### src/vid_pkg.sv
`default_nettype none

package vid_pkg;

    // ============================================================
    // widths
    // ============================================================
    localparam int SYS_CTRL_W = 16;
    localparam int KEY_W      = 2;
    localparam int IR_CODE_W  = 16;
    localparam int IR_CNT_W   = 8;
    localparam int CONTROLS_W = 32;
    localparam int LED_W      = 8;

    // system control word bit positions
    localparam int CTRL_HSYNC_POL   = 8;
    localparam int CTRL_VSYNC_POL   = 9;
    localparam int CTRL_TESTPATTERN = 12;
    localparam int CTRL_FRAMELOCK   = 14;

    localparam int RESYNC_HOLD_CYCLES = 48; // led on-time after a resync

    typedef logic [KEY_W-1:0] key_t;

    typedef struct packed {
        logic [7:0] r;
        logic [7:0] g;
        logic [7:0] b;
    } pixel_t;

    typedef enum logic [1:0] {OSD_BLACK, OSD_BLUE, OSD_YELLOW, OSD_WHITE} osd_color_t;

    // osd colors, indexed by osd_color_t
    localparam pixel_t OSD_PALETTE [4] = '{
        pixel_t'(24'h000000),
        pixel_t'(24'h0000ff),
        pixel_t'(24'hffff00),
        pixel_t'(24'hffffff)
    };

endpackage

`default_nettype wire

### src/sync_2ff.sv
`default_nettype none

// two flops against metastability on an async input
module sync_2ff #(
    parameter type   sync_t    = logic,
    parameter sync_t RESET_VAL = '0
) (
    input  wire   clk27,
    input  wire   sys_reset_n,
    input  sync_t d_i,
    output sync_t q_o
);

    sync_t meta_q; // first stage, may go metastable

    always_ff @(posedge clk27 or negedge sys_reset_n) begin
        if (!sys_reset_n) begin
            meta_q <= RESET_VAL;
            q_o    <= RESET_VAL;
        end else begin
            meta_q <= d_i;
            q_o    <= meta_q;
        end
    end

endmodule

`default_nettype wire

### src/digitizer_capture.sv
`default_nettype none

module digitizer_capture
    import vid_pkg::*;
(
    input  wire    clk27,
    input  wire    sys_reset_n,
    input  pixel_t pixel_i,
    input  wire    de_i,
    input  wire    hsync_i,
    input  wire    vsync_i,
    input  wire    fid_i,
    input  wire    hsync_pol_i,   // 1 = raw hsync is active low
    input  wire    vsync_pol_i,
    input  wire    testpattern_i,
    output pixel_t pixel_o,
    output logic   de_o,
    output logic   hsync_o,
    output logic   vsync_o,
    output logic   fid_o,
    output logic   vs_flag_o
);

    // ============================================================
    // pixel bus, one register stage
    // ============================================================
    always_ff @(posedge clk27 or negedge sys_reset_n) begin
        if (!sys_reset_n) begin
            pixel_o <= '0;
            de_o    <= 1'b0;
        end else begin
            pixel_o <= pixel_i;
            de_o    <= de_i;
        end
    end

    // ============================================================
    // sync signals, async to clk27
    // ============================================================
    logic [2:0] sync_s; // {hsync, vsync, fid}
    logic       vsync_corr;

    sync_2ff #(
        .sync_t    (logic [2:0]),
        .RESET_VAL (3'b000)
    ) u_sync_hvf (
        .clk27       (clk27),
        .sys_reset_n (sys_reset_n),
        .d_i         ({hsync_i, vsync_i, fid_i}),
        .q_o         (sync_s)
    );

    assign fid_o      = sync_s[0];  // no polarity fix on fid
    assign vsync_corr = sync_s[1] ^ vsync_pol_i;

    // polarity fix, outputs active high from here on
    always_ff @(posedge clk27 or negedge sys_reset_n) begin
        if (!sys_reset_n) begin
            hsync_o   <= 1'b0;
            vsync_o   <= 1'b0;
            vs_flag_o <= 1'b0;
        end else begin
            hsync_o   <= sync_s[2] ^ hsync_pol_i;
            vsync_o   <= vsync_corr;
            vs_flag_o <= testpattern_i ? 1'b0 : ~vsync_corr; // cpu sees no vsync on pattern
        end
    end

endmodule

`default_nettype wire

### src/osd_overlay.sv
`default_nettype none

module osd_overlay
    import vid_pkg::*;
(
    input  wire        clk27,
    input  wire        sys_reset_n,
    input  pixel_t     pixel_i,
    input  wire        hsync_i,
    input  wire        vsync_i,
    input  wire        de_i,
    input  wire        osd_enable_i,
    input  osd_color_t osd_color_i,
    output pixel_t     tx_d_o,
    output logic       tx_hs_o,
    output logic       tx_vs_o,
    output logic       tx_de_o
);

    pixel_t mix_q;
    logic   hs_q;
    logic   vs_q;
    logic   de_q;

    // stage 1: palette or scan converter pixel
    always_ff @(posedge clk27 or negedge sys_reset_n) begin
        if (!sys_reset_n) begin
            mix_q <= '0;
            hs_q  <= 1'b0;
            vs_q  <= 1'b0;
            de_q  <= 1'b0;
        end else begin
            mix_q <= osd_enable_i ? OSD_PALETTE[osd_color_i] : pixel_i;
            hs_q  <= hsync_i;
            vs_q  <= vsync_i;
            de_q  <= de_i;
        end
    end

    // stage 2: output register towards the hdmi transmitter
    always_ff @(posedge clk27 or negedge sys_reset_n) begin
        if (!sys_reset_n) begin
            tx_d_o  <= '0;
            tx_hs_o <= 1'b0;
            tx_vs_o <= 1'b0;
            tx_de_o <= 1'b0;
        end else begin
            tx_d_o  <= mix_q;
            tx_hs_o <= hs_q;
            tx_vs_o <= vs_q;
            tx_de_o <= de_q;
        end
    end

endmodule

`default_nettype wire

### src/status_led_driver.sv
`default_nettype none

module status_led_driver
    import vid_pkg::*;
(
    input  wire                   clk27,
    input  wire                   sys_reset_n,
    input  wire                   resync_strobe_i,
    input  wire                   framelock_i,
    input  wire  [IR_CODE_W-1:0]  ir_code_i,
    output logic [LED_W-1:0]      led_o
);

    localparam int CTR_W = $clog2(RESYNC_HOLD_CYCLES + 1);

    logic             strobe_s;
    logic             strobe_prev;
    logic             strobe_rise;
    logic [CTR_W-1:0] hold_ctr;

    // strobe comes from the scan converter clock domain
    sync_2ff #(
        .sync_t    (logic),
        .RESET_VAL (1'b0)
    ) u_sync_strobe (
        .clk27       (clk27),
        .sys_reset_n (sys_reset_n),
        .d_i         (resync_strobe_i),
        .q_o         (strobe_s)
    );

    assign strobe_rise = strobe_s & ~strobe_prev;

    // ============================================================
    // hold counter, keeps short strobes visible
    // ============================================================
    always_ff @(posedge clk27 or negedge sys_reset_n) begin
        if (!sys_reset_n) begin
            strobe_prev <= 1'b0;
            hold_ctr    <= '0;
        end else begin
            strobe_prev <= strobe_s;
            if (strobe_rise) begin
                hold_ctr <= CTR_W'(RESYNC_HOLD_CYCLES); // retrigger restarts the hold
            end else if (hold_ctr != '0) begin
                hold_ctr <= hold_ctr - CTR_W'(1);
            end
        end
    end

    // framelock on the upper half, no-ir-code, then resync activity
    assign led_o = {{4{framelock_i}},
                    (ir_code_i == '0),
                    {3{hold_ctr != '0}}};

endmodule

`default_nettype wire

### src/board_io_top.sv
`default_nettype none

module board_io_top
    import vid_pkg::*;
(
    input  wire                    clk27,
    input  wire                    sys_reset_n,
    // digitizer
    input  pixel_t                 isl_pixel_i,
    input  wire                    isl_de_i,
    input  wire                    isl_hsync_i,
    input  wire                    isl_vsync_i,
    input  wire                    isl_fid_i,
    // buttons, ir and cpu side
    input  key_t                   key_i,
    input  wire                    ir_rx_i,
    input  wire  [SYS_CTRL_W-1:0]  sys_ctrl_i,
    input  wire  [IR_CODE_W-1:0]   ir_code_i,
    input  wire  [IR_CNT_W-1:0]    ir_code_cnt_i,
    // scan converter and osd
    input  pixel_t                 sc_pixel_i,
    input  wire                    sc_hsync_i,
    input  wire                    sc_vsync_i,
    input  wire                    sc_de_i,
    input  wire                    osd_enable_i,
    input  osd_color_t             osd_color_i,
    input  wire                    resync_strobe_i,
    // outputs
    output pixel_t                 cap_pixel_o,
    output logic                   cap_de_o,
    output logic                   cap_hsync_o,
    output logic                   cap_vsync_o,
    output logic                   cap_fid_o,
    output logic                   vs_flag_o,
    output logic                   ir_rx_o,
    output logic [CONTROLS_W-1:0]  controls_o,
    output logic [LED_W-1:0]       led_o,
    output pixel_t                 hdmi_tx_d_o,
    output logic                   hdmi_tx_hs_o,
    output logic                   hdmi_tx_vs_o,
    output logic                   hdmi_tx_de_o
);

    localparam int CTRL_PAD_W = CONTROLS_W - KEY_W - IR_CNT_W - IR_CODE_W;

    key_t key_s; // buttons, active low

    // ============================================================
    // input capture
    // ============================================================
    digitizer_capture u_capture (
        .clk27         (clk27),
        .sys_reset_n   (sys_reset_n),
        .pixel_i       (isl_pixel_i),
        .de_i          (isl_de_i),
        .hsync_i       (isl_hsync_i),
        .vsync_i       (isl_vsync_i),
        .fid_i         (isl_fid_i),
        .hsync_pol_i   (sys_ctrl_i[CTRL_HSYNC_POL]),
        .vsync_pol_i   (sys_ctrl_i[CTRL_VSYNC_POL]),
        .testpattern_i (sys_ctrl_i[CTRL_TESTPATTERN]),
        .pixel_o       (cap_pixel_o),
        .de_o          (cap_de_o),
        .hsync_o       (cap_hsync_o),
        .vsync_o       (cap_vsync_o),
        .fid_o         (cap_fid_o),
        .vs_flag_o     (vs_flag_o)
    );

    // idle level of buttons and ir receiver is high
    sync_2ff #(.sync_t(key_t), .RESET_VAL('1)) u_sync_key (
        .clk27       (clk27),
        .sys_reset_n (sys_reset_n),
        .d_i         (key_i),
        .q_o         (key_s)
    );

    sync_2ff #(.sync_t(logic), .RESET_VAL(1'b1)) u_sync_ir (
        .clk27       (clk27),
        .sys_reset_n (sys_reset_n),
        .d_i         (ir_rx_i),
        .q_o         (ir_rx_o)
    );

    assign controls_o = {{CTRL_PAD_W{1'b0}}, key_s, ir_code_cnt_i, ir_code_i};

    // ============================================================
    // output stage and leds
    // ============================================================
    osd_overlay u_overlay (
        .clk27        (clk27),
        .sys_reset_n  (sys_reset_n),
        .pixel_i      (sc_pixel_i),
        .hsync_i      (sc_hsync_i),
        .vsync_i      (sc_vsync_i),
        .de_i         (sc_de_i),
        .osd_enable_i (osd_enable_i),
        .osd_color_i  (osd_color_i),
        .tx_d_o       (hdmi_tx_d_o),
        .tx_hs_o      (hdmi_tx_hs_o),
        .tx_vs_o      (hdmi_tx_vs_o),
        .tx_de_o      (hdmi_tx_de_o)
    );

    status_led_driver u_leds (
        .clk27           (clk27),
        .sys_reset_n     (sys_reset_n),
        .resync_strobe_i (resync_strobe_i),
        .framelock_i     (sys_ctrl_i[CTRL_FRAMELOCK]),
        .ir_code_i       (ir_code_i),
        .led_o           (led_o)
    );

endmodule

`default_nettype wire

### config.mk
export PLATFORM = sky130hd
export DESIGN_NAME = board_io_top
export DESIGN_NICKNAME = d
export VERILOG_FILES = /design/src/vid_pkg.sv /design/src/sync_2ff.sv /design/src/digitizer_capture.sv /design/src/osd_overlay.sv /design/src/status_led_driver.sv /design/src/board_io_top.sv
export SDC_FILE = /design/constraint.sdc
export NUM_CORES = 1
export LEC_CHECK = 0
export BUFFER_PORTS_ARGS = -buffer_cell sky130_fd_sc_hd__buf_2
export CORE_UTILIZATION = 43
export CTS_BUF_LIST = sky130_fd_sc_hd__clkbuf_16
export CTS_CLUSTER_DIAMETER = 50
export DETAILED_ROUTE_END_ITERATION = 16
export PLACE_DENSITY = 0.8
export SETUP_SLACK_MARGIN = 0.4
export SLEW_MARGIN = 10
export SYNTH_ARGS = -nofsm -noshare
export SYNTH_HDL_FRONTEND = slang
export SYNTH_SLANG_ARGS = --single-unit
### constraint.sdc
create_clock -name clk27 -period 2.11 [get_ports clk27]
set_clock_uncertainty 0.2 [all_clocks]
set_input_delay 0.211 -clock clk27 [delete_from_list [all_inputs] [get_ports clk27]]
set_output_delay 0.211 -clock clk27 [all_outputs]
set_load 0.02 [all_outputs]
### After elaboration in Yosys (flattened, before gate mapping)

Index checks and enable logic that the tools add are counted.

| word-level totals | value |
|---|---|
| bits in registers | 103 |
| bits in latches | 0 |
| bits in writable memories | 0 |
| ROM bits | 0 |
| output and inout bits | 97 |
| memories | 0 |

| operators by class | value |
|---|---|
| $add $sub $neg | 1 |
| multipliers | 0 |
| div/mod/pow operators | 0 |
| magnitude comparators | 1 |
| equal/unequal tests | 0 |
| shifts and indexed selects | 0 |
| mux-type cells | 7 |
| bitwise gates (word level) | 6 |
| reduce and logical (&&, ||, !) cells | 3 |

Operator list:

| kind | number |
|---|---|
| $mux 24 | 3 |
| $bmux 24 s2 | 1 |
| $logic_not 16->1 | 1 |
| $mux 6 | 2 |
| $reduce_bool 6->1 | 1 |
| $sub 6x1->6 const B | 1 |
| $ge 3x3->1 const B | 1 |
| $not 2->3 | 1 |
| $not 1->1 | 2 |
| $reduce_bool 2->1 | 1 |
| $xor 1x1->1 | 2 |
| $and 1x1->1 | 1 |
| $mux 1 | 1 |

### Logic depth before layout (Yosys ltp)

| depth | value |
|---|---|
| word-level depth | 5 |
| depth in mapped cells | 5 |

### By module

A second synthesis with hierarchy kept.

| second synthesis, totals | value |
|---|---|
| cell total of the unflattened synthesis | 205 |
| area, all modules | 3509.6 um^2 |

Modules (own cells, without submodules):

| module | times used | cells each | area an instance (um^2) | sequential area each (um^2) |
|---|---|---|---|---|
| osd_overlay | 1 | 82 | 1752.9 | 1351.3 |
| digitizer_capture | 1 | 31 | 721.9 | 700.7 |
| status_led_driver | 1 | 47 | 447.9 | 175.2 |
| board_io_top | 1 | 31 | 229.0 | 0.0 |
| sync_2ff (u_capture.u_sync_hvf) | 1 | 6 | 150.1 | 150.1 |
| sync_2ff (u_sync_key) | 1 | 4 | 105.1 | 105.1 |
| sync_2ff (u_sync_ir) | 1 | 2 | 52.6 | 52.6 |
| sync_2ff (u_leds.u_sync_strobe) | 1 | 2 | 50.0 | 50.0 |

### Worst setup path after synthesis

Ideal clock, no wire load.

| timing | value |
|---|---|
| path type | register -> output |
| from | register u_leds.hold_ctr[0] |
| to | output port led_o[1] |
| arrival | 1303 ps |
| setup slack | 396 ps |
| stages on the path, launching flop included | 6 |
| path buffers | 1 |
| cells stage by stage | dfrtp_1 -> inv_1 -> ha_1 -> nor3b_2 -> nand2_1 -> buf_4 |

| on the way | value |
|---|---|
| word-level cells in the longest chain between the ends | 1 |

RTL lines:

| what | line | source |
|---|---|---|
| start: declaration | status_led_driver.sv:19 | `logic [CTR_W-1:0] hold_ctr;` |
| start signal: assignment | status_led_driver.sv:44 | `hold_ctr <= CTR_W'(RESYNC_HOLD_CYCLES);` |
| start signal: assignment | status_led_driver.sv:46 | `hold_ctr <= hold_ctr - CTR_W'(1);` |
| $reduce_bool 6->1 | status_led_driver.sv:54 | `{3{hold_ctr != '0}}};` |
| end: declaration | board_io_top.sv:37 | `output logic [LED_W-1:0] led_o,` |

Every way passes these cells.

### Worst setup path in the final report

| timing | value |
|---|---|
| from | register u_leds.hold_ctr[1] |
| to | output port led_o[1] |

The elaborated chain is that of the path after synthesis.

==> impl_metrics.json <==
{
  "grt_pass1_wl_um": 13000,
  "grt.overflow.total": 0,
  "ant_nets": 0,
  "post_drt_wl_per_cell_um": 15.05,
  "max-vdd-ir-drop_uv": 448.0,
  "die_x_um": 90.38,
  "clockBufferDepth": 2,
  "initial_core_util_pct": 45.33,
  "grt_util_met3_pct": 3.367,
  "grt_util_all_layers_pct": 21.05,
  "fill_cells": 502,
  "core_area_mm2": 0.007408,
  "drive_gt1_share_pct": 45.66,
  "fin_crit_ns": 1.839,
  "p_leak_nw": 2.638,
  "area_delta_synth_final_pct": 52.05,
  "layout.nets": 550,
  "whs_endpoint": "u_overlay.mix_q[7]",
  "r2r_start": "u_leds.hold_ctr[1]",
  "power.density_mw_per_mm2": 921.2,
  "cp.required_ns": 1.70,
  "grt_use_met2_pct": 39.38,
  "tightest_slew_ns": 0.5242,
  "critPathMaxFanout": 4,
  "antenna_found_initial": 0,
  "hold_depth": 3,
  "crit_start": "u_leds.hold_ctr[1]",
  "seq_area_mm2": 0.002585,
  "top_usage_layer": "met2",
  "grt_util_met1_pct": 22.95,
  "max-cap-violations": 0,
  "dpl.hpwl_um": 4812,
  "viasPerCell": 4.409,
  "yosysWarnings": 0,
  "die_h_um": 90.38,
  "cp.arrival_ns": 1.43,
  "ys_ff_latch": 103,
  "ios": 201,
  "io_buffers": 161,
  "fmax_mhz": 543.6,
  "grt_pass1_vias": 2660,
  "relSlewSlack_pct": 65.05,
  "synth.avg_cell_area_um2": 14.54,
  "drc_errors": 0,
  "dp_cells": 459,
  "placed_cell_area_mm2": 0.004058,
  "start_kind": "flip-flop",
  "period_share_pct": 87.18,
  "tritoncts": "done",
  "hold_start": "osd_color_i[0]",
  "root_buffer": "clkbuf_16",
  "stdcell_count": 548,
  "reg2reg_to": "u_leds.hold_ctr[2]",
  "multi_input_area_um2": 437.9,
  "outcome": "finished, final reports clean",
  "endpoint_kind": "primary output",
  "final_area_mm2": 0.005106,
  "firstDrtPassIters": 6,
  "path_class": "flip-flop to primary output",
  "synth_ff_type": "dfrtp_1",
  "setup-tns-final_ns": 0,
  "htree_levels": 3,
  "synth_seq_area_share_pct": 76.97,
  "clk_latency_ns": 0.33,
  "async_reset_ff_share_pct": 100.0,
  "wirelength_um": 8247,
  "reg2reg_slack_ns": 0.36,
  "gp_congestion": 0.7756,
  "dieArea_mm2": 0.008168,
  "first_iter_violations": 75,
  "syn_inst": 231,
  "clk_pin_slew_worst_paths_ns": 0.07,
  "vias": 2416,
  "setup-violations-final": 0,
  "grt_max_degree": 104,
  "synth_edf_count": 0,
  "finalMaxSlewViolations": 0,
  "min_path_type": "primary input to flip-flop",
  "power_w": 0.004704,
  "rows": 31,
  "rsz0062_at_grt": "yes",
  "antenna_cells": 0,
  "synth_area_mm2": 0.003358,
  "cts_buffers": 9,
  "synth.distinct_cells": 31,
  "cts_num_sinks": 103,
  "finalHoldViolCount": 0,
  "rr_worst_depth": 7
}
Yosys cell counts, types with 2 or more instances:
master,count,share of area [%]
ha_1,2,0.75
a21oi_1,5,0.75
dfstp_2,6,4.7
nor4_1,4,0.75
buf_4,36,8.0
inv_1,27,3.0
clkbuf_1,3,0.34
nand2_1,3,0.34
o21ai_0,25,3.7
xor2_1,2,0.52
dfrtp_1,97,72
nor2_1,2,0.22
placed cells by master, fill, tap and decap left out, types with 2 or more instances in the layout:
| master | instances |
|---|---|
| a21oi_1 | 5 |
| buf_2 | 157 |
| buf_4 | 11 |
| buf_6 | 3 |
| clkbuf_16 | 9 |
| clkinv_2 | 2 |
| conb_1 | 6 |
| dfrtp_1 | 97 |
| dfstp_2 | 6 |
| dlygate4sd3_1 | 64 |
| inv_1 | 25 |
| inv_2 | 2 |
| inv_6 | 3 |
| nand2_1 | 2 |
| nor2_1 | 2 |
| nor4_1 | 4 |
| o21ai_0 | 25 |
stage by stage:
| step | util, % | hold slack, ns | setup WS (ns) |
|---|---|---|---|
| after floorplan | - | -0.2846 | 0.4585 |
| after global placement | 54.77 | 0.1058 | 0.4968 |
| after detailed placement | 54.77 | 0.1142 | 0.4356 |
| after CTS | 68.62 | 0.03384 | 0.2865 |
| after global routing | 68.92 | 0.05387 | 0.1759 |
| final | 68.92 | 0.05568 | 0.2705 |
cells by family (layout without fill, tap and decap cells):
group / Yosys count / after routing / share of synthesized area [%]
other: 1 / 6 / 0.1117
adders and majority gates: 2 / 2 / 0.7450
DFF: 103 / 103 / 76.97
and+or+nand+nor: 20 / 20 / 4.024
xor gates and xnor gates: 2 / 2 / 0.5217
AOI/OAI and AO/OA: 37 / 37 / 6.222
buffers and inverters: 66 / 279 / 11.40
sequential cells by signal (all words and copies together), names as in the netlist, 2 cells and up:
signal,flops
u_leds.hold_ctr,6
u_overlay.tx_d_o,24
u_capture.u_sync_hvf.meta_q,3
u_overlay.mix_q,24
u_sync_key.q_o,2
u_sync_key.meta_q,2
u_capture.u_sync_hvf.q_o,3
u_capture.pixel_o,24
worst max-delay path, stage by stage (launching register included):
cell and delay, ns:
dfrtp_1 0.39, inv_2 0.10, ha_4 0.14, nor3b_4 0.21, nand2_2 0.12, buf_6 0.15
metal layers:
layer	wire [um]	part of all wire [%]
met1	3016	37
met2	4495	55
met3	465	5.6
met4	269	3.3
met5	0	0
worst max-delay path by stage:
stage,endpoint,slack (ns)
2_1_floorplan,led_o[1],0.46
3_3_place_gp,led_o[1],0.50
3_5_place_dp,led_o[2],0.44
4_1_cts,led_o[0],0.29
5_1_grt,led_o[0],0.18
6_report,led_o[1],0.27
final cells by class:
type,instances,share of cell area [%]
clock buffers,9,4.411
clock inverters,7,1.372
inverters,27,1.985
multi-input cells,67,8.576
flip-flops and latches,103,50.62
well taps,99,2.426
repair buffers,236,30.61
report_power, final:
group	total, W	internal, W	switching [W]	leakage, nW
sequential	0.00225	0.00215	0.000101	1.21
combinational	0.000827	0.000390	0.000438	1.28
clock	0.00163	0.000924	0.000706	0.148
total	0.00470	0.00346	0.00124	2.64
repair_timing:
action	CTS	global route
endpoints found under the hold margin	159	0
hold buffers	64	0
endpoints found under the setup margin	3	5
pin swaps	1	1
resized for setup	11	1
buffers inserted	7	2
(Power assumes the default switching activity.)
